--- src/rv_core_pkg.sv ---
package rv_core_pkg;

	// ********************************************************
	// Memory map and sizes
	// ********************************************************

	localparam logic [31:0] RESET_PC = 32'h0000_0000;

	localparam int IMEM_DEPTH = 64; // Instruction words
	localparam int DMEM_DEPTH = 64; // Data words
	localparam int IMEM_AW    = $clog2(IMEM_DEPTH);

	// ********************************************************
	// Major opcodes, instr[6:0]
	// ********************************************************

	localparam logic [6:0] OPC_LUI    = 7'b0110111;
	localparam logic [6:0] OPC_AUIPC  = 7'b0010111;
	localparam logic [6:0] OPC_JAL    = 7'b1101111;
	localparam logic [6:0] OPC_JALR   = 7'b1100111;
	localparam logic [6:0] OPC_BRANCH = 7'b1100011;
	localparam logic [6:0] OPC_LOAD   = 7'b0000011;
	localparam logic [6:0] OPC_STORE  = 7'b0100011;
	localparam logic [6:0] OPC_OP_IMM = 7'b0010011;
	localparam logic [6:0] OPC_OP     = 7'b0110011;

	// ********************************************************
	// Control encodings
	// ********************************************************

	typedef enum logic [3:0] {
		ALU_ADD,
		ALU_SUB,
		ALU_SLL,
		ALU_SLT,
		ALU_SLTU,
		ALU_XOR,
		ALU_SRL,
		ALU_SRA,
		ALU_OR,
		ALU_AND,
		ALU_PASS_B // Used by LUI
	} alu_op_e;

	typedef enum logic [2:0] {
		BR_NONE,
		BR_EQ,
		BR_NE,
		BR_LT,
		BR_GE,
		BR_LTU,
		BR_GEU
	} br_op_e;

	// Same order as funct3[1:0] of loads and stores
	typedef enum logic [1:0] {
		MEM_BYTE,
		MEM_HALF,
		MEM_WORD
	} mem_size_e;

	typedef enum logic [1:0] {
		WB_ALU,
		WB_MEM,
		WB_LINK // pc + 4 for JAL and JALR
	} wb_sel_e;

endpackage

--- src/rv_imem.sv ---
`timescale 1ns/1ps

module rv_imem (
	input  logic                           clk,
	input  logic                           rst_i,
	input  logic                           we_i,
	input  logic [rv_core_pkg::IMEM_AW-1:0] waddr_i,
	input  logic [31:0]                    wdata_i,
	input  logic [31:0]                    pc_i,
	output logic [31:0]                    instr_o
);

	logic [31:0] mem [rv_core_pkg::IMEM_DEPTH];

	logic [rv_core_pkg::IMEM_AW-1:0] raddr;

	// Program load happens only while the core is held in reset
	always_ff @(posedge clk) begin
		if (rst_i && we_i) begin
			mem[waddr_i] <= wdata_i;
		end
	end

	assign raddr   = pc_i[rv_core_pkg::IMEM_AW+1:2]; // Upper PC bits wrap
	assign instr_o = mem[raddr];

endmodule

--- config.mk ---
export PLATFORM = sky130hd
export DESIGN_NAME = rv_imem
export DESIGN_NICKNAME = d
export VERILOG_FILES = /design/src/rv_core_pkg.sv /design/src/rv_imem.sv
export SDC_FILE = /design/constraint.sdc
export NUM_CORES = 2
export LEC_CHECK = 0
export BUFFER_PORTS_ARGS = -buffer_cell sky130_fd_sc_hd__buf_2
export CORE_ASPECT_RATIO = 0.8
export CORE_MARGIN = 2
export CORE_UTILIZATION = 56
export DETAILED_ROUTE_END_ITERATION = 6
export GPL_ROUTABILITY_DRIVEN = 0
export PLACE_DENSITY = 0.71
export REMOVE_ABC_BUFFERS = 1
export SLEW_MARGIN = 20
export SYNTH_ARGS = -nofsm -noshare
export SYNTH_HDL_FRONTEND = slang
export SYNTH_SLANG_ARGS = --single-unit
--- constraint.sdc ---
create_clock -name clk -period 2.9 [get_ports clk]
set_input_delay 0.145 -clock clk [delete_from_list [all_inputs] [get_ports clk]]
set_output_delay 0.145 -clock clk [all_outputs]
set_load 0.01 [all_outputs]
==> key figures <==
Clock network
  • TritonCTS clock tree: built
  • Post-CTS Setup Bufs: 0
  • H-tree levels: 4
  • Max Root-Sink Buffers: 3
  • Clock Sinks: 2048
  • CTS root buffer: clkbuf_16
  • CTS buffer count: 182
  • Worst-path clk slew: 60 ps

Drt
  • Routed WL: 199900 um
  • Vias per cell: 6.663
  • Routed Antenna Nets: 0
  • Post-DR wirelength/cell: 33.89 um
  • DRT iter0 DRCs: 5807
  • Drt first pass iters: 6
  • Via count: 39300
  • Residual DRC: 0

Worst setup path
  • WP data arrival: 2740 ps
  • Worst Path Required: 2760 ps
  • CP Capture Type: output port
  • Crit Path Class: reg2out
  • Crit Path Max Fanout: 1
  • Startpoint Class: flop

Floorplan
  • Die X: 421.8 um
  • Starting Density: 56.48%
  • Die ar.: 142700 um2
  • Cell row count: 122
  • Die height: 338.2 um
  • Num ports: 105
  • Core box area: 138500 um2

Final layout
  • Biggest register: mem
  • Layout area overhead: 15.02%
  • Top flop regs: mem: 2048 flops
  • NumNets Final: 3954
  • Commonest non-fill, non-tap cell in the layout: edfxtp_1
  • Fraction of layout cells with a size suffix above 1: 31.58%
  • Multi-input combinational cell area: 16300 um2
  • Post-route insts no fill: 5898
  • Most frequent cells in the layout: edfxtp_1 (2048), mux4_2 (476), buf_4 (244)
  • Max reg flops: 2048
  • Final Util: 64.96%
  • Layout filler cell count: 8891
  • Reg area: 61500 um2

Placement
  • Placed cell count: 5535
  • Port bufs: 78
  • Hpwl dp: 114800 um

Timing
  • Max Freq: 346.1 MHz
  • RSZ-0062 raised after global routing: true
  • Final Hold Vio Count: 0
  • Slew HR: 28.26%
  • Final setup viols: 0
  • Final Hold Slack: 20.36 ps
  • Slew Viols, Final: 0
  • Period utilisation layout: 99.63%
  • Final Critical Period: 2889 ps
  • Worst Max-Slew Pin Slew: 1076 ps

Power
  • Seq pwr share: 55.2%
  • Internal power: 0.04663 W
  • Leakage: 28.15 nW
  • VDD IR-drop max: 0.6851 mV
  • Clock power share: 39.1%
  • P_sw: 0.01264 W
  • Gate power share: 5.8%
  • Switch share: 21.33%
  • PD cells: 658.9 nW/um2

Synthesis
  • Compound-Gate Fraction of Synth Area: 2.421%
  • Yosys warning count: 0
  • Syn avg cell area: 22.55 um2
  • Synth Area in Adders: 0%
  • Post-synth EDFFs: 2048
  • Dominant synthesized flop cell: edfxtp_1
  • Post-Synth Simple-Gate Area: 2.402%
  • Register area share after synthesis: 78.65%
  • Mux contribution to synthesized area: 14.98%
  • Async SR Flop Fraction: 0%
  • XOR/XNOR Fraction of Synth Area: 0%
  • Gate Count Post-Synth: 3468
  • Area of the mapped netlist: 78190 um2
  • Largest family of logic cells by synthesized area: multiplexers
  • Flops & latches, synth: 2048
  • Synth cell types: 42

Global routing
  • Initial antenna violation count: 16
  • Pin count of the biggest net entering global routing: 69
  • GRT Residual Overflow: 0
  • Met2 global-route usage: 43.13%
  • GRT busiest layer: met2
  • Met3 Track Usage GR: 6.181%
  • Vias in the first global route: 38910
  • GR Util All Layers: 28.20%
  • Met1 usage: 40.92%
  • First-pass GRT wire length: 283400 um

Worst hold path
  • HP Start: wdata_i[28]
  • Worst Hold End: mem[21][28]$_DFFE_PP_
  • Hold WC Path Type: in2reg
  • Hold depth: 2

Run
  • Max cap viols: 0

Status
  • Status: finished clean
## power groups by stage
| stage | Clock, W | Sequential (W) | Combinational [W] |
|---|---|---|---|
| 6_report | 0.0232 | 0.0327 | 0.00342 |
| 5_1_grt | 0.0245 | 0.0327 | 0.00357 |
| 4_1_cts | 0.0234 | 0.0327 | 0.00336 |
| 3_5_place_dp | 0 | 0.0333 | 0.00327 |
| 3_3_place_gp | 0 | 0.0333 | 0.00322 |
| 2_1_floorplan | 0 | 0.0333 | 0.00118 |
## Yosys cell counts (7+ instances only)
library cell | number | area [um2]
o221ai_1 | 51 | 446.7
nand4_1 | 48 | 300.3
a31oi_1 | 7 | 43.79
o211a_1 | 8 | 80.08
a22oi_1 | 54 | 405.4
buf_1 | 10 | 37.54
mux2_2 | 25 | 281.5
nor2_1 | 93 | 349.1
o22ai_1 | 56 | 350.3
mux4_2 | 476 | 10720
and3_1 | 14 | 87.58
buf_6 | 29 | 326.6
nand3_1 | 69 | 345.3
nor2b_1 | 24 | 150.1
nand2_1 | 100 | 375.4
a211oi_1 | 32 | 240.2
edfxtp_1 | 2048 | 61500
nor3_1 | 9 | 45.04
clkbuf_1 | 63 | 236.5
buf_4 | 29 | 217.7
nand2b_1 | 19 | 118.9
buf_2 | 59 | 295.3
a21oi_1 | 24 | 120.1
mux2i_1 | 71 | 710.7
## critical path: stages (launching register included)
cell and delay, ps:
edfxtp_1 360, mux4_2 480, nor2b_4 150, a211oi_2 220, buf_4 170, o22ai_2 70, buf_6 170, and3_4 180
buf_6 110
## area by class of cell
type,count,share of cell area [%]
Tap cell,1860,2.587
Clock buffer,229,5.402
Clock inverter,102,0.8500
Timing Repair Buffer,425,4.628
Inverter,1,0.004173
Sequential cell,2048,68.38
Multi-Input combinational cell,1223,18.12
Antenna cell,10,0.02782
## what timing repair did
| item | in CTS | in global routing |
|---|---|---|
| hold buffers | 18 | 7 |
| setup endpoints to repair | 25 | 19 |
| resized for setup | 53 | 22 |
| hold endpoints to repair | 568 | 448 |
| pin swaps | 17 | 14 |
## cells by family after synthesis
family | Yosys count
multiplexers | 572
AND/OR/NAND/NOR | 392
flip-flops | 2048
AO/OA/AOI/OAI | 259
buffers and inverters | 197
## how the worst max path moves through the flow
stage	startpoint	to	slack, ps
2_1_floorplan	pc_i[5]	instr_o[14]	190
3_5_place_dp	pc_i[2]	instr_o[17]	20
4_1_cts	mem[19][17]$_DFFE_PP_	instr_o[17]	-100
5_1_grt	mem[43][13]$_DFFE_PP_	instr_o[13]	-50
6_report	mem[43][13]$_DFFE_PP_	instr_o[13]	10
3_3_place_gp	pc_i[2]	instr_o[17]	20
## routing by layer
layer  vias up  share of wire, %
met5         -             0.016
met4         4               3.1
met3       315                12
met2      2540                47
met1     20810                38
li1      15630                 -
## per-stage QoR
step                      cell area [um2]  setup TNS (ps)  setup slack (ps)  total power, W
final                               89940               0             10.78         0.05927
after global routing                89930          -130.2            -47.97         0.06071
after CTS                           89740          -141.4            -101.8         0.05944
after detailed placement            83680               0             20.19         0.03661
after global placement              83680               0             20.19         0.03654
after floorplan                     76990               0             191.9         0.03452
No activity file was read; power rests on OpenSTA's default activity.
