==> src/rv_core_pkg.sv <==
package rv_core_pkg;

	// ********************************************************
	// Memory map and sizes
	// ********************************************************

	localparam logic [31:0] RESET_PC = 32'h0000_0000;

	localparam int IMEM_DEPTH = 64; // Instruction words
	localparam int DMEM_DEPTH = 64; // Data words
	localparam int IMEM_AW    = $clog2(IMEM_DEPTH);

	// ********************************************************
	// Major opcodes, instr[6:0]
	// ********************************************************

	localparam logic [6:0] OPC_LUI    = 7'b0110111;
	localparam logic [6:0] OPC_AUIPC  = 7'b0010111;
	localparam logic [6:0] OPC_JAL    = 7'b1101111;
	localparam logic [6:0] OPC_JALR   = 7'b1100111;
	localparam logic [6:0] OPC_BRANCH = 7'b1100011;
	localparam logic [6:0] OPC_LOAD   = 7'b0000011;
	localparam logic [6:0] OPC_STORE  = 7'b0100011;
	localparam logic [6:0] OPC_OP_IMM = 7'b0010011;
	localparam logic [6:0] OPC_OP     = 7'b0110011;

	// ********************************************************
	// Control encodings
	// ********************************************************

	typedef enum logic [3:0] {
		ALU_ADD,
		ALU_SUB,
		ALU_SLL,
		ALU_SLT,
		ALU_SLTU,
		ALU_XOR,
		ALU_SRL,
		ALU_SRA,
		ALU_OR,
		ALU_AND,
		ALU_PASS_B // Used by LUI
	} alu_op_e;

	typedef enum logic [2:0] {
		BR_NONE,
		BR_EQ,
		BR_NE,
		BR_LT,
		BR_GE,
		BR_LTU,
		BR_GEU
	} br_op_e;

	// Same order as funct3[1:0] of loads and stores
	typedef enum logic [1:0] {
		MEM_BYTE,
		MEM_HALF,
		MEM_WORD
	} mem_size_e;

	typedef enum logic [1:0] {
		WB_ALU,
		WB_MEM,
		WB_LINK // pc + 4 for JAL and JALR
	} wb_sel_e;

endpackage

==> src/rv_fetch.sv <==
`timescale 1ns/1ps

module rv_fetch (
	input  logic        clk,
	input  logic        rst_i,
	input  logic        jump_en_i,
	input  logic [31:0] jump_addr_i,
	output logic [31:0] pc_o
);

	logic [31:0] pc;
	logic [31:0] pc_next;

	// Taken branches and jumps override the sequential address
	always_comb begin
		if (jump_en_i) begin
			pc_next = jump_addr_i;
		end else begin
			pc_next = pc + 32'd4;
		end
	end

	always_ff @(posedge clk) begin
		if (rst_i) begin
			pc <= rv_core_pkg::RESET_PC;
		end else begin
			pc <= pc_next;
		end
	end

	assign pc_o = pc;

endmodule

==> config.mk <==
export PLATFORM = sky130hd
export DESIGN_NAME = rv_fetch
export DESIGN_NICKNAME = d
export VERILOG_FILES = /design/src/rv_core_pkg.sv /design/src/rv_fetch.sv
export SDC_FILE = /design/constraint.sdc
export NUM_CORES = 1
export LEC_CHECK = 0
export BUFFER_PORTS_ARGS = -buffer_cell sky130_fd_sc_hd__buf_2
export CORE_UTILIZATION = 48
export DETAILED_ROUTE_END_ITERATION = 12
export GPL_TIMING_DRIVEN = 0
export PLACE_DENSITY = 0.79
export SLEW_MARGIN = 20
export SYNTH_ARGS = -nofsm -noshare
export SYNTH_HDL_FRONTEND = slang
export SYNTH_SLANG_ARGS = --single-unit
==> constraint.sdc <==
create_clock -name clk -period 2.3 [get_ports clk]
set_input_delay 0.345 -clock clk [delete_from_list [all_inputs] [get_ports clk]]
set_output_delay 0.345 -clock clk [all_outputs]
set_load 0.05 [all_outputs]
==> impl_metrics.json <==
{
  "globalplace.congestion": 0.867,
  "worstPathCellList": "nand4_4 -> or4_4 -> buf_2 -> or3_1 -> a311oi_1",
  "cts_resized": 0,
  "drt_iter0_markers": 108,
  "synth_seq_area_share_pct": 36.6,
  "use_met3_pct": 6.20,
  "syn_inst": 213,
  "post_cts_buffers": 0,
  "synth_nets": 249,
  "layout.nets": 321,
  "finalWirelength_mm": 4.44,
  "coreArea_um2": 3420,
  "hpwl_mm": 3.30,
  "critPathBufInv": 1,
  "power_w": 0.00144,
  "io_pins": 67,
  "drc": 0,
  "via_per_inst": 5.70,
  "rsz0062_at_grt": "no",
  "clock_latency_ns": 0.33,
  "timing.final.crit_share_pct": 91.2,
  "max_slew_margin_pct": 41.1,
  "hold_viol_final": 0,
  "critPathKind": "flop to flop",
  "rr_startpoint": "pc_o[7]$_SDFF_PP0_",
  "std_cell_rows": 21,
  "ctsHtreeMaxLevel": 2,
  "worstHoldPathCells": 2,
  "cp-end-kind": "flop",
  "slew_viol_final": 0,
  "largest_reg_flops": 32,
  "clkTransAtPathRegs_ns": 0.10,
  "cts_max_path_buffers": 2,
  "cts_buffers": 5,
  "r2r_end": "pc_o[23]$_SDFF_PP0_",
  "grt_pass1_wl_mm": 7.81,
  "hold_ws_ns": 0.231,
  "synthToLayoutAreaGrowth_pct": 27.6,
  "overflow": 0,
  "run_status": "finished, final reports clean",
  "top_usage_layer": "met2",
  "clock-root-buffer": "clkbuf_4",
  "ir_worst_vdd_mv": 0.413,
  "path_delay_family": "simple AND/OR/NAND/NOR gates",
  "setup_tns_ns": 0,
  "die_h_um": 62.4,
  "cpPeakStageDelay_ns": 0.54,
  "drive_gt1_share_pct": 29.7,
  "antenna_found_initial": 0,
  "timing.final.crit_period_ns": 2.10,
  "ys_types": 38,
  "clock_sinks": 32,
  "postPlaceCellArea_um2": 2140,
  "avgSynthCellArea_um2": 8.22,
  "whs_endpoint": "pc_o[5]$_SDFF_PP0_",
  "hp-class": "input pin to flop",
  "final-setup-viol-count": 0,
  "port_buffers": 65,
  "crit_required_ns": 2.55,
  "grt_max_degree": 11,
  "start_util_pct": 51.3,
  "cp_slowest_cell": "or4_4",
  "cts_tree": "yes",
  "synth_edf_count": 0,
  "dr.pass1.iters": 4,
  "critPathMaxFanout": 10,
  "antennaDiodeCount": 0,
  "rrSetupSlack_ns": 0.20,
  "worstHoldStart": "jump_addr_i[5]",
  "powerDensity_nw_per_um2": 644,
  "ys_seq_elements": 32,
  "layout.core_utilization_pct": 65.5,
  "dieWidth_um": 62.4,
  "reg2reg_depth": 5,
  "critPathArrivalTime_ns": 2.34,
  "met1_usage_pct": 31.6,
  "grt_pass1_vias": 1788,
  "yosysWarnings": 0,
  "wl_per_cell_um": 13.4,
  "die-area_um2": 3900,
  "syn-cell-area_um2": 1750,
  "ctsHoldBuffers": 0,
  "leakage_nw": 0.899,
  "critical_path_depth": 5,
  "ys.flop_type": "dfxtp_1",
  "timing.fmax_mhz": 477,
  "antenna_left": 0,
  "use_met2_pct": 41.2,
  "via_count": 1893,
  "final_cell_area_um2": 2240,
  "worst_setup_path_start_kind": "flop",
  "maxCapViolCount": 0,
  "fin_skew_ns": 0.00374,
  "grtUsageTotal_pct": 25.0,
  "worst_pin_slew_ns": 0.875,
  "synthArstFlopShare_pct": 0
}
==> layer usage <==
metal / routed length (um) / part of all wire, % / vias up
li1: - / - / 960
met5: 0 / 0 / -
met4: 57 / 1.3 / 0
met3: 261 / 5.9 / 7
met1: 2080 / 47 / 867
met2: 2040 / 46 / 59
==> Yosys cell counts (2+ instances only) <==
master | number | share of area, %
or3_1 | 8 | 2.9
nand3_1 | 9 | 2.6
a2111oi_0 | 2 | 1.0
nor2_1 | 27 | 5.8
nor4_1 | 4 | 1.4
o211ai_1 | 2 | 0.86
nor3_1 | 8 | 2.3
clkbuf_1 | 7 | 1.5
dfxtp_1 | 32 | 37
mux2i_1 | 3 | 1.7
or4_1 | 7 | 3.0
a211oi_1 | 7 | 3.0
nand4_1 | 4 | 1.4
a21oi_1 | 3 | 0.86
a311oi_1 | 15 | 7.5
xnor2_1 | 5 | 2.5
xor2_1 | 3 | 1.5
and4_1 | 4 | 2.0
inv_1 | 9 | 1.9
o211a_1 | 2 | 1.1
buf_1 | 4 | 0.86
o21a_1 | 2 | 0.86
o21ai_0 | 10 | 2.9
o31ai_1 | 7 | 3.0
or4_4 | 2 | 1.3
nand2_1 | 15 | 3.2
==> logic make-up (layout without fill, tap and decap cells) <==
family	Yosys count	after routing	synth area share, %
AOI/OAI and AO/OA	53	53	22.6
xor gates and xnor gates	8	8	4.00
and+or+nand+nor	94	94	29.2
DFF	32	32	36.6
buffers and inverters	22	95	5.21
adders and majority gates	1	1	0.714
muxes	3	3	1.71
==> where the power goes <==
part	switching (W)	leakage, nW	internal (W)
combinational	0.000220	0.580	0.0000921
clock	0.000194	0.0515	0.000288
sequential	0.0000500	0.267	0.000594
total	0.000464	0.899	0.000975
==> layout by cell type, fill, tap and decap left out, drive strengths merged <==
cell / Yosys / routed
a2111oi: 2 / 2
clkbuf: 7 / 14
xor2: 3 / 3
nor2: 27 / 27
a21oi: 3 / 3
nor3: 8 / 8
xnor2: 5 / 5
and3: 1 / 1
o21a: 2 / 2
o311ai: 1 / 1
o211a: 2 / 2
bufinv: 0 / 1
o31ai: 7 / 7
nor4: 4 / 4
mux2i: 3 / 3
or4: 9 / 9
nand4: 5 / 5
and2: 1 / 1
a311oi: 15 / 15
o21ai: 10 / 10
o211ai: 2 / 2
a211oi: 7 / 7
and4: 4 / 4
dfxtp: 32 / 32
or3: 9 / 9
nor3b: 1 / 1
nand2: 15 / 15
ha: 1 / 1
buf: 6 / 71
nand3: 10 / 10
o22a: 1 / 1
a211o: 1 / 1
inv: 9 / 9
==> area by class of cell <==
| type | instances | area, um^2 |
|---|---|---|
| timing repair buffer | 65 | 325 |
| clock buffer | 7 | 65.1 |
| clock inverter | 1 | 30.0 |
| buffer | 13 | 57.6 |
| fill | 329 | 1180 |
| sequential | 32 | 647 |
| tap | 46 | 57.6 |
| multi-input combinational | 159 | 1020 |
| inverter | 9 | 33.8 |
==> how the worst max path moves through the flow <==
stage | end | start | slack [ns]
final | pc_o[23]$_SDFF_PP0_ | pc_o[7]$_SDFF_PP0_ | 0.20
after global routing | pc_o[25]$_SDFF_PP0_ | pc_o[14]$_SDFF_PP0_ | 0.02
after CTS | pc_o[23]$_SDFF_PP0_ | pc_o[7]$_SDFF_PP0_ | 0.21
after detailed placement | pc_o[25]$_SDFF_PP0_ | pc_o[14]$_SDFF_PP0_ | 0.24
after global placement | pc_o[23]$_SDFF_PP0_ | pc_o[7]$_SDFF_PP0_ | 0.25
after floorplan | pc_o[20]$_SDFF_PP0_ | pc_o[10]$_SDFF_PP0_ | 0.009
==> per-stage QoR <==
stage                     setup WS, ns  std cells
after floorplan                0.00862        213
after global placement           0.248        324
after detailed placement         0.242        324
after CTS                        0.207        332
after global routing            0.0246        332
final                            0.202        332
==> worst register-to-register path: stages (launching register included) <==
cell and delay, ns:
dfxtp_1 0.46, nand4_4 0.20, or4_4 0.54, buf_2 0.20, or3_1 0.35, a311oi_1 0.26
(Power assumes the default switching activity.)
