==> src/rv_core_pkg.sv <==
package rv_core_pkg;

	// ********************************************************
	// Memory map and sizes
	// ********************************************************

	localparam logic [31:0] RESET_PC = 32'h0000_0000;

	localparam int IMEM_DEPTH = 64; // Instruction words
	localparam int DMEM_DEPTH = 64; // Data words
	localparam int IMEM_AW    = $clog2(IMEM_DEPTH);

	// ********************************************************
	// Major opcodes, instr[6:0]
	// ********************************************************

	localparam logic [6:0] OPC_LUI    = 7'b0110111;
	localparam logic [6:0] OPC_AUIPC  = 7'b0010111;
	localparam logic [6:0] OPC_JAL    = 7'b1101111;
	localparam logic [6:0] OPC_JALR   = 7'b1100111;
	localparam logic [6:0] OPC_BRANCH = 7'b1100011;
	localparam logic [6:0] OPC_LOAD   = 7'b0000011;
	localparam logic [6:0] OPC_STORE  = 7'b0100011;
	localparam logic [6:0] OPC_OP_IMM = 7'b0010011;
	localparam logic [6:0] OPC_OP     = 7'b0110011;

	// ********************************************************
	// Control encodings
	// ********************************************************

	typedef enum logic [3:0] {
		ALU_ADD,
		ALU_SUB,
		ALU_SLL,
		ALU_SLT,
		ALU_SLTU,
		ALU_XOR,
		ALU_SRL,
		ALU_SRA,
		ALU_OR,
		ALU_AND,
		ALU_PASS_B // Used by LUI
	} alu_op_e;

	typedef enum logic [2:0] {
		BR_NONE,
		BR_EQ,
		BR_NE,
		BR_LT,
		BR_GE,
		BR_LTU,
		BR_GEU
	} br_op_e;

	// Same order as funct3[1:0] of loads and stores
	typedef enum logic [1:0] {
		MEM_BYTE,
		MEM_HALF,
		MEM_WORD
	} mem_size_e;

	typedef enum logic [1:0] {
		WB_ALU,
		WB_MEM,
		WB_LINK // pc + 4 for JAL and JALR
	} wb_sel_e;

endpackage

==> src/rv_decode.sv <==
`timescale 1ns/1ps

module rv_decode (
	input  logic [31:0]            pc_i,
	input  logic [31:0]            instr_i,
	input  logic [31:0]            rs1_data_i,
	input  logic [31:0]            rs2_data_i,
	output logic [4:0]             rs1_addr_o,
	output logic [4:0]             rs2_addr_o,
	output rv_core_pkg::alu_op_e   alu_op_o,
	output rv_core_pkg::br_op_e    br_op_o,
	output logic                   is_jal_o,
	output logic                   is_jalr_o,
	output logic [31:0]            op_a_o,
	output logic [31:0]            op_b_o,
	output logic [31:0]            imm_o,
	output logic [31:0]            rs1_data_o,
	output logic [31:0]            rs2_data_o,
	output logic [4:0]             rd_addr_o,
	output logic                   reg_we_o,
	output logic                   mem_we_o,
	output logic                   mem_re_o,
	output rv_core_pkg::mem_size_e mem_size_o,
	output logic                   load_unsigned_o,
	output rv_core_pkg::wb_sel_e   wb_sel_o
);

	logic [6:0]  opcode;
	logic [2:0]  funct3;
	logic [6:0]  funct7;
	logic [31:0] imm_i_type;
	logic [31:0] imm_s_type;
	logic [31:0] imm_b_type;
	logic [31:0] imm_u_type;
	logic [31:0] imm_j_type;

	rv_core_pkg::alu_op_e alu_f;
	rv_core_pkg::br_op_e  br_f;

	assign opcode = instr_i[6:0];
	assign funct3 = instr_i[14:12];
	assign funct7 = instr_i[31:25];

	assign rs1_addr_o = instr_i[19:15];
	assign rs2_addr_o = instr_i[24:20];
	assign rd_addr_o  = instr_i[11:7];

	// ********************************************************
	// Immediates
	// ********************************************************

	assign imm_i_type = {{20{instr_i[31]}}, instr_i[31:20]};
	assign imm_s_type = {{20{instr_i[31]}}, instr_i[31:25], instr_i[11:7]};
	assign imm_b_type = {{20{instr_i[31]}}, instr_i[7], instr_i[30:25], instr_i[11:8], 1'b0};
	assign imm_u_type = {instr_i[31:12], 12'b0};
	assign imm_j_type = {{12{instr_i[31]}}, instr_i[19:12], instr_i[20], instr_i[30:21], 1'b0};

	// ********************************************************
	// funct3 / funct7 decoding
	// ********************************************************

	always_comb begin
		case (funct3)
			3'b000:  alu_f = (opcode == rv_core_pkg::OPC_OP && funct7[5]) ?
				rv_core_pkg::ALU_SUB : rv_core_pkg::ALU_ADD;
			3'b001:  alu_f = rv_core_pkg::ALU_SLL;
			3'b010:  alu_f = rv_core_pkg::ALU_SLT;
			3'b011:  alu_f = rv_core_pkg::ALU_SLTU;
			3'b100:  alu_f = rv_core_pkg::ALU_XOR;
			3'b101:  alu_f = funct7[5] ? rv_core_pkg::ALU_SRA : rv_core_pkg::ALU_SRL;
			3'b110:  alu_f = rv_core_pkg::ALU_OR;
			default: alu_f = rv_core_pkg::ALU_AND;
		endcase
	end

	always_comb begin
		case (funct3)
			3'b000:  br_f = rv_core_pkg::BR_EQ;
			3'b001:  br_f = rv_core_pkg::BR_NE;
			3'b100:  br_f = rv_core_pkg::BR_LT;
			3'b101:  br_f = rv_core_pkg::BR_GE;
			3'b110:  br_f = rv_core_pkg::BR_LTU;
			3'b111:  br_f = rv_core_pkg::BR_GEU;
			default: br_f = rv_core_pkg::BR_NONE;
		endcase
	end

	always_comb begin
		case (funct3[1:0])
			2'b00:   mem_size_o = rv_core_pkg::MEM_BYTE;
			2'b01:   mem_size_o = rv_core_pkg::MEM_HALF;
			default: mem_size_o = rv_core_pkg::MEM_WORD;
		endcase
	end

	assign load_unsigned_o = funct3[2]; // LBU and LHU
	assign rs1_data_o      = rs1_data_i;
	assign rs2_data_o      = rs2_data_i;

	// ********************************************************
	// Per-opcode control
	// ********************************************************

	always_comb begin
		// Defaults leave an unknown opcode with every enable cleared
		alu_op_o  = rv_core_pkg::ALU_ADD;
		br_op_o   = rv_core_pkg::BR_NONE;
		is_jal_o  = 1'b0;
		is_jalr_o = 1'b0;
		reg_we_o  = 1'b0;
		mem_we_o  = 1'b0;
		mem_re_o  = 1'b0;
		wb_sel_o  = rv_core_pkg::WB_ALU;
		imm_o     = imm_i_type;
		op_a_o    = rs1_data_i;
		op_b_o    = imm_i_type;
		case (opcode)
			rv_core_pkg::OPC_LUI: begin
				alu_op_o = rv_core_pkg::ALU_PASS_B;
				imm_o    = imm_u_type;
				op_a_o   = '0;
				op_b_o   = imm_u_type;
				reg_we_o = 1'b1;
			end
			rv_core_pkg::OPC_AUIPC: begin
				imm_o    = imm_u_type;
				op_a_o   = pc_i;
				op_b_o   = imm_u_type;
				reg_we_o = 1'b1;
			end
			rv_core_pkg::OPC_JAL: begin
				is_jal_o = 1'b1;
				imm_o    = imm_j_type;
				op_a_o   = pc_i;
				op_b_o   = imm_j_type;
				reg_we_o = 1'b1;
				wb_sel_o = rv_core_pkg::WB_LINK;
			end
			rv_core_pkg::OPC_JALR: begin
				is_jalr_o = 1'b1;
				reg_we_o  = 1'b1;
				wb_sel_o  = rv_core_pkg::WB_LINK;
			end
			rv_core_pkg::OPC_BRANCH: begin
				br_op_o = br_f;
				imm_o   = imm_b_type;
				op_b_o  = rs2_data_i;
			end
			rv_core_pkg::OPC_LOAD: begin
				mem_re_o = 1'b1;
				reg_we_o = 1'b1;
				wb_sel_o = rv_core_pkg::WB_MEM;
			end
			rv_core_pkg::OPC_STORE: begin
				imm_o    = imm_s_type;
				op_b_o   = imm_s_type;
				mem_we_o = 1'b1;
			end
			rv_core_pkg::OPC_OP_IMM: begin
				alu_op_o = alu_f;
				reg_we_o = 1'b1;
			end
			rv_core_pkg::OPC_OP: begin
				alu_op_o = alu_f;
				op_b_o   = rs2_data_i;
				reg_we_o = 1'b1;
			end
			default: begin
			end
		endcase
	end

endmodule

==> config.mk <==
export PLATFORM = sky130hd
export DESIGN_NAME = rv_decode
export DESIGN_NICKNAME = d
export VERILOG_FILES = /design/src/rv_core_pkg.sv /design/src/rv_decode.sv
export SDC_FILE = /design/constraint.sdc
export NUM_CORES = 1
export LEC_CHECK = 0
export ABC_AREA = 1
export ABC_CLOCK_PERIOD_IN_PS = 2700
export BUFFER_PORTS_ARGS = -buffer_cell sky130_fd_sc_hd__clkbuf_2
export CORE_AREA = 5 5 121 123
export DETAILED_ROUTE_END_ITERATION = 16
export DIE_AREA = 0 0 126 128
export SLEW_MARGIN = 40
export SYNTH_ARGS = -nofsm -noshare
export SYNTH_HDL_FRONTEND = slang
export SYNTH_SLANG_ARGS = --single-unit
export TNS_END_PERCENT = 1
==> constraint.sdc <==
create_clock -name vclk -period 2.7
set_input_delay 0.81 -clock vclk [all_inputs]
set_output_delay 0.81 -clock vclk [all_outputs]
set_load 0.03 [all_outputs]
==> results.json, run 1 <==
{
  "syn_nets": 651,
  "critPathMaxFanout": 6,
  "hp-start": "rs1_data_i[12]",
  "drt_iter0_markers": 145,
  "synthAdderAreaFrac_pct": 0,
  "via_per_inst": 4.30,
  "start_util_pct": 18.3,
  "slew_viol_final": 0,
  "rows": 43,
  "io_pins": 320,
  "multi_input_area_um2": 1780,
  "violations": "negative setup slack",
  "worstSetupPathType": "in -> out",
  "drive_gt1_share_pct": 54.1,
  "num_vias": 4193,
  "p_per_area_nw_per_um2": 190,
  "avgSynthCellArea_um2": 4.74,
  "hold_viol": 0,
  "synth_xor_area_share_pct": 0,
  "seq_area_frac_synth_pct": 0,
  "worst-endpoint-required_ns": 1.89,
  "diodes": 0,
  "grt_overflow": 0,
  "status": "finished with violations",
  "setup_viol_count_final": 97,
  "port_buffers": 320,
  "die-area_um2": 16100,
  "synth_area_leader_cell": "nand2_1",
  "core_um2": 13600,
  "area_growth_pct": 110,
  "dp_cells": 968,
  "hpwl_mm": 12.9,
  "fmax_mhz": 349,
  "postSynthCellCount": 523,
  "rsz0062_at_grt": "yes",
  "hold_path_class": "in -> out",
  "timing.final.ws_setup_ns": -0.163,
  "syn-cell-area_um2": 2480,
  "end_kind": "output port",
  "synthSimpleGateAreaFrac_pct": 59.2,
  "die_width_um": 126,
  "irDropWorstVdd_mv": 0.0993,
  "antenna_found_initial": 0,
  "grt_pass1_wl_mm": 22.3,
  "grt_max_degree": 33,
  "cap_viol_max_count": 0,
  "fin_cells": 975,
  "place_congestion": 0.808,
  "crit_arrival_ns": 2.05,
  "tns_ns": -8.07,
  "design.seq.count": 0,
  "fin_nets": 925,
  "crit_path_start": "instr_i[6]",
  "grt.total_usage_pct": 17.2,
  "synth_compound_area_share_pct": 3.64,
  "dieHeight_um": 128,
  "yosys-top-cells-area": "nand2_1 34%, buf_4 25%, nand3_1 14%, nor2_1 8.9%, inv_1 6.1%",
  "final_cell_mix": "212 x clkbuf_2, 208 x nand2_1, 76 x clkbuf_8, 61 x nand3_1, 49 x nor2_1",
  "drc": 0,
  "nFillCells": 1413,
  "tightest_slew_ns": 0.336,
  "period_minus_slack_ns": 2.86,
  "drtAntennaViolNets": 0,
  "seq_area_um2": 0,
  "yosys_warnings": 0,
  "start_kind": "input pin",
  "synth_cell_types": 23,
  "synthMuxAreaShare_pct": 0,
  "p_leak_nw": 3.30,
  "synth_top_area_share_pct": 33.6,
  "nClkBuffers": 0,
  "slew_headroom_pct": 77.4,
  "grt_pass1_vias": 4246,
  "post_drt_wl_per_cell_um": 16.0,
  "synth_top_family_by_area": "simple AND/OR/NAND/NOR gates",
  "dr.pass1.iters": 5,
  "wl_mm": 15.6,
  "hold_buffers": 0,
  "final_common_cell": "clkbuf_2",
  "period_share_pct": 106
}
[layer usage]
| metal | vias up | GRT usage, % | part of all wire, % |
|---|---|---|---|
| met4 | 0 | 4.10 | 2.5 |
| li1 | 2072 | - | - |
| met5 | - | 0 | 0 |
| met2 | 236 | 33.3 | 52 |
| met3 | 28 | 3.58 | 8.0 |
| met1 | 1857 | 19.1 | 37 |
[through the flow]
step           power (mW)  setup WS [ns]  cell area (µm²)  hold slack [ns]  util (%)
2_1_floorplan       0.548         -0.134             2480             1.73         -
3_3_place_gp        0.810         -0.325             3990             1.88      29.4
3_5_place_dp        0.808         -0.325             3990             1.88      29.4
4_1_cts             0.971         -0.135             5000             1.88      36.8
5_1_grt              1.05         -0.246             5210             1.88      38.4
6_report            0.993         -0.163             5210             1.88      38.4
[worst paths after layout]
path | endpoint | cells past startpoint
hold / removal | rs1_data_o[12] | 2
setup / recovery | op_b_o[25] | 10
[cell type report]
cell class | instances | share of cell area [%]
well taps | 180 | 4.32
repair buffers | 375 | 57.8
multi-input cells | 374 | 34.1
inverters | 45 | 3.55
repair inverters | 1 | 0.144
[critical path, stage by stage]
cell        delay [ns]
buf_4             0.14
inv_4             0.07
nand3_4           0.07
a21oi_4           0.18
buf_6             0.16
clkinvlp_4        0.18
nor2_2            0.15
nor2_1            0.05
nand2_1           0.10
buf_8             0.13
[synthesized netlist by cell type]
cell	n
a21oi_1	6
a21oi_2	1
and2_1	1
buf_2	11
buf_4	84
buf_6	4
clkbuf_1	5
clkinv_1	1
inv_1	40
inv_2	3
inv_4	1
nand2_1	222
nand2_2	2
nand2_4	2
nand3_1	67
nand3_2	1
nand4_1	1
nor2_1	59
nor2_2	2
nor4_1	1
o211ai_1	1
o21ai_0	7
o21ai_2	1
[power breakdown]
part | total [mW] | switching (mW) | leakage, nW | internal [mW]
registers | 0 | 0 | 0 | 0
logic | 0.993 | 0.601 | 3.30 | 0.392
clock network | 0 | 0 | 0 | 0
total | 0.993 | 0.601 | 3.30 | 0.392
[logic make-up (layout without fill, tap and decap cells)]
| kind of cell | count (synthesis) | in the layout |
|---|---|---|
| buf+inv | 149 | 421 |
| compound gates | 16 | 16 |
| simple gates | 358 | 358 |
[what timing repair did]
item                       CTS  global route
buffers inserted             2             1
gates resized for setup    223            81
setup endpoints to repair  109           106
pin swaps                    7            11
gates cloned                 3             1
Note: power is estimated with default switching activity, not from simulation.
==> run 2, diff against run 1 <==
--- a/config.mk
+++ b/config.mk
@@ -8,9 +8,10 @@
 export ABC_AREA = 1
 export ABC_CLOCK_PERIOD_IN_PS = 2700
 export BUFFER_PORTS_ARGS = -buffer_cell sky130_fd_sc_hd__clkbuf_2
-export CORE_AREA = 5 5 121 123
+export CORE_AREA = 2 2 125 127
 export DETAILED_ROUTE_END_ITERATION = 16
-export DIE_AREA = 0 0 126 128
+export DIE_AREA = 0 0 127 129
+export SETUP_SLACK_MARGIN = 0.3
 export SLEW_MARGIN = 40
 export SYNTH_ARGS = -nofsm -noshare
 export SYNTH_HDL_FRONTEND = slang
==> results.json, run 2 (synthesized netlist as in run 1, its figures left out) <==
{
  "status": "finished with violations",
  "violations": "negative setup slack",
  "nClkBuffers": 0,
  "grt_max_degree": 39,
  "use_met2_pct": 34.3,
  "drtAntennaViolNets": 0,
  "post_drt_wl_per_cell_um": 14.9,
  "fmax_mhz": 349,
  "gr-max-usage-layer": "met2",
  "hold_viol": 0,
  "final_cell_mix": "210 x clkbuf_2, 201 x nand2_1, 50 x buf_4, 49 x nor2_1, 48 x nand3_1",
  "slew_viol_final": 0,
  "setup_viol_count_final": 89,
  "drive_gt1_share_pct": 57.7,
  "whs_endpoint": "rs2_data_o[29]",
  "timing.final.ws_setup_ns": -0.169,
  "hold_path_class": "in -> out",
  "crit_arrival_ns": 2.06,
  "tightest_slew_ns": 0.309,
  "drt_iter0_markers": 146,
  "hpwl_mm": 12.1,
  "die_width_um": 127,
  "cpMaxStageDelayCell": "buf_12",
  "slew_headroom_pct": 79.4,
  "end_kind": "output port",
  "worst-endpoint-required_ns": 1.89,
  "io_pins": 320,
  "seq_area_um2": 0,
  "antenna_found_initial": 0,
  "grt_overflow": 0,
  "num_vias": 4176,
  "critical-path-max-stage-delay_ns": 0.16,
  "period_share_pct": 106,
  "port_buffers": 320,
  "start_kind": "input pin",
  "fin_nets": 933,
  "dr.pass1.iters": 4,
  "drc": 0,
  "dieHeight_um": 129,
  "path_cells": "clkbuf_2 -> nand2_4 -> buf_6 -> nor2_4 -> nand2_4 -> nand2_4 -> inv_8 -> nand3_4 -> buf_12 -> nand2_1 -> buf_8",
  "multi_input_area_um2": 1900,
  "grt_pass1_vias": 3936,
  "rows": 45,
  "via_per_inst": 4.21,
  "irDropWorstVdd_mv": 0.0845,
  "min_path_cells": 2,
  "cap_viol_max_count": 0,
  "cp_common_cell": "nand2_4",
  "place_congestion": 0.843,
  "cp.buffers_inverters": 5,
  "final_common_cell": "clkbuf_2",
  "tns_ns": -10.11,
  "design.seq.count": 0,
  "p_per_area_nw_per_um2": 186,
  "crit_family": "simple AND/OR/NAND/NOR gates",
  "worstSetupPathType": "in -> out",
  "rsz0062_at_grt": "yes",
  "critPathMaxFanout": 11,
  "wl_mm": 14.8,
  "fin_util_pct": 35.4,
  "p_leak_nw": 3.34,
  "pre_cts_ws_ns": -0.318,
  "start_util_pct": 16.5,
  "gr-usage-met3_pct": 2.66,
  "diodes": 0,
  "period_minus_slack_ns": 2.87,
  "area_growth_pct": 114,
  "core_um2": 15000,
  "nFillCells": 1661,
  "grtUsageMet1_pct": 17.1,
  "hold_buffers": 0,
  "grt_pass1_wl_mm": 20.7,
  "die-area_um2": 16400,
  "hp-start": "rs2_data_i[29]",
  "grt.total_usage_pct": 16.0
}
## run 2: layer usage
| layer | wire (µm) | up-vias |
|---|---|---|
| met1 | 5390 | 1866 |
| met2 | 8230 | 208 |
| met4 | 13 | 0 |
| met5 | 0 | - |
| li1 | - | 2098 |
| met3 | 1170 | 4 |
## run 2: area by class of cell
class / count / area share (%)
inverters: 45 / 3.94
repair buffers: 384 / 55.7
multi-input cells: 374 / 35.9
well taps: 188 / 4.44
## run 2: metrics by stage
stage               instance area (µm²)  hold slack (ns)  instances  power (mW)
floorplan                          2690             1.73        523       0.568
global placement                   4330             1.88        986       0.835
detailed placement                 4330             1.88        986       0.836
CTS                                5050             1.88        989       0.946
global route                       5300             1.88        991        1.04
finish                             5300             1.88        991       0.984
## run 2: worst max path at each step
stage / slack [ns] / cells after the start / endpoint / startpoint
6_report: -0.17 / 11 / op_b_o[25] / instr_i[1]
4_1_cts: -0.18 / 11 / op_b_o[3] / instr_i[4]
2_1_floorplan: 0.12 / 9 / reg_we_o / instr_i[3]
3_3_place_gp: -0.28 / 9 / op_b_o[20] / instr_i[3]
3_5_place_dp: -0.32 / 9 / op_b_o[29] / instr_i[3]
5_1_grt: -0.26 / 10 / op_a_o[20] / instr_i[6]
## run 2: repair_timing
action / in CTS / in global routing
gates cloned: 1 / 2
pin swaps: 7 / 3
endpoints found under the setup margin: 109 / 109
buffers inserted: 2 / 0
resized for setup: 183 / 102
## run 2: where the power goes
group	switching [mW]	internal, mW	leakage, nW	total, mW
registers	0	0	0	0
logic	0.604	0.380	3.34	0.984
clock network	0	0	0	0
==> run 3, diff against run 2 <==
--- a/config.mk
+++ b/config.mk
@@ -6,11 +6,12 @@
 export NUM_CORES = 1
 export LEC_CHECK = 0
 export ABC_AREA = 1
-export ABC_CLOCK_PERIOD_IN_PS = 2700
+export ABC_CLOCK_PERIOD_IN_PS = 2900
 export BUFFER_PORTS_ARGS = -buffer_cell sky130_fd_sc_hd__clkbuf_2
-export CORE_AREA = 2 2 125 127
+export CORE_AREA = 10 10 116 118
 export DETAILED_ROUTE_END_ITERATION = 16
-export DIE_AREA = 0 0 127 129
+export DIE_AREA = 0 0 126 128
+export REMOVE_ABC_BUFFERS = 1
 export SETUP_SLACK_MARGIN = 0.3
 export SLEW_MARGIN = 40
 export SYNTH_ARGS = -nofsm -noshare
==> constraint.sdc (replaced) <==
create_clock -name vclk -period 2.9
set_input_delay 0.87 -clock vclk [all_inputs]
set_output_delay 0.87 -clock vclk [all_outputs]
set_load 0.03 [all_outputs]
==> results.json, run 3 (synthesized netlist as in run 1, its figures left out) <==
{
  "hold_viol": 0,
  "drt_iter0_markers": 236,
  "area_growth_pct": 112,
  "grt_overflow": 0,
  "dr.max_layer_used": "met4",
  "setup_viol_count_final": 70,
  "wl_mm": 17.1,
  "drtAntennaViolNets": 0,
  "crit_family": "buffers and inverters",
  "slew_viol_final": 0,
  "tightest_slew_ns": 0.304,
  "drt-met1-wl_mm": 6.37,
  "drc": 0,
  "start_kind": "input pin",
  "dr.pass1.iters": 7,
  "met3WireLength_mm": 1.71,
  "grt_max_degree": 33,
  "critical-path-max-stage-delay_ns": 0.20,
  "period_share_pct": 104,
  "irDropWorstVdd_mv": 0.124,
  "period_minus_slack_ns": 3.02,
  "grt_pass1_vias": 4357,
  "status": "finished with violations",
  "cp.buffers_inverters": 4,
  "place_congestion": 0.896,
  "path_cells": "buf_2 -> nor2_4 -> nand2_4 -> a21oi_4 -> buf_12 -> clkinvlp_4 -> nor2_1 -> nor2_1 -> nand2_1 -> buf_8",
  "place_area_um2": 3910,
  "hp-start": "rs2_data_i[27]",
  "die-area_um2": 16100,
  "whs_endpoint": "rs2_data_o[27]",
  "design.seq.count": 0,
  "p_leak_nw": 3.27,
  "hold_path_class": "in -> out",
  "diodes": 0,
  "nClkBuffers": 0,
  "drive_gt1_share_pct": 56.9,
  "critPathMaxFanout": 5,
  "post_drt_wl_per_cell_um": 18.3,
  "fmax_mhz": 331,
  "dieHeight_um": 128,
  "crit_arrival_ns": 2.15,
  "final_area_um2": 5260,
  "final_cell_mix": "206 x clkbuf_2, 179 x nand2_1, 61 x nand3_1, 52 x nor2_1, 51 x clkbuf_8",
  "cap_viol_max_count": 0,
  "grt.total_usage_pct": 18.9,
  "rows": 39,
  "num_vias": 4245,
  "io_pins": 320,
  "via_per_inst": 4.56,
  "slew_headroom_pct": 79.6,
  "hpwl_mm": 13.9,
  "port_buffers": 320,
  "worstSetupPathType": "in -> out",
  "core_um2": 11200,
  "wl_met2_mm": 8.84,
  "min_path_cells": 2,
  "violations": "negative setup slack",
  "rsz0062_at_grt": "yes",
  "timing.final.ws_setup_ns": -0.125,
  "antenna_found_initial": 0,
  "cpMaxStageDelayCell": "a21oi_4",
  "end_kind": "output port",
  "final_common_cell": "clkbuf_2",
  "fin_nets": 918,
  "start_util_pct": 22.1,
  "die_width_um": 126,
  "seq_area_um2": 0,
  "power_mw": 0.962,
  "grt_pass1_wl_mm": 25.0,
  "worst-endpoint-required_ns": 2.03,
  "p_per_area_nw_per_um2": 183,
  "cp_common_cell": "nor2_1"
}
## run 3: changes by cell type in the layout (fill, tap and decap cells not counted), sizes merged
| cell | change |
|---|---|
| buf | -4 |
| clkbuf | -12 |
| clkinvlp | +2 |
| inv | -1 |
## run 3: repair_timing
item                                    4_1_cts  5_1_grt
pin swaps                                    16       10
buffers inserted                              4        1
endpoints found under the setup margin      109      109
hold endpoints to repair                      0        0
cloned                                        2        0
resized for setup                           243      130
hold buffers                                  0        0
## run 3: area by class of cell
type | instances | area [µm²]
inverters | 45 | 188
repair inverters | 1 | 7.51
multi-input cells | 374 | 1790
repair buffers | 368 | 3100
well taps | 143 | 179
fillers | 1138 | 5960
## run 3: layer usage
layer / up-vias / global-route usage, %
met4: 0 / 1.07
met2: 261 / 35.8
li1: 2073 / -
met3: 18 / 5.09
met1: 1893 / 21.5
met5: - / 0
## run 3: how the worst max path moves through the flow
stage,startpoint,endpoint,slack [ns],cells past startpoint
final,instr_i[2],op_b_o[20],-0.12,10
after global routing,instr_i[2],op_b_o[20],-0.20,10
after CTS,instr_i[4],op_b_o[14],-0.07,11
after detailed placement,instr_i[6],op_b_o[14],-0.19,10
after global placement,instr_i[6],op_b_o[14],-0.21,10
after floorplan,instr_i[1],op_b_o[11],-0.67,7
## run 3: where the power goes
group / switching, mW / internal, mW / total [mW]
Clock: 0 / 0 / 0
Sequential: 0 / 0 / 0
Combinational: 0.581 / 0.381 / 0.962
## run 3: stage by stage
step	TNS [ns]	utilization, %	setup WS [ns]	instances	hold WS (ns)
2_1_floorplan	-39.36	-	-0.673	419	1.74
3_3_place_gp	-6.46	34.8	-0.212	924	2.00
3_5_place_dp	-6.87	34.8	-0.188	924	2.00
4_1_cts	-1.30	44.5	-0.0688	930	2.00
5_1_grt	-10.25	46.9	-0.196	931	2.01
6_report	-3.90	46.9	-0.125	931	2.00
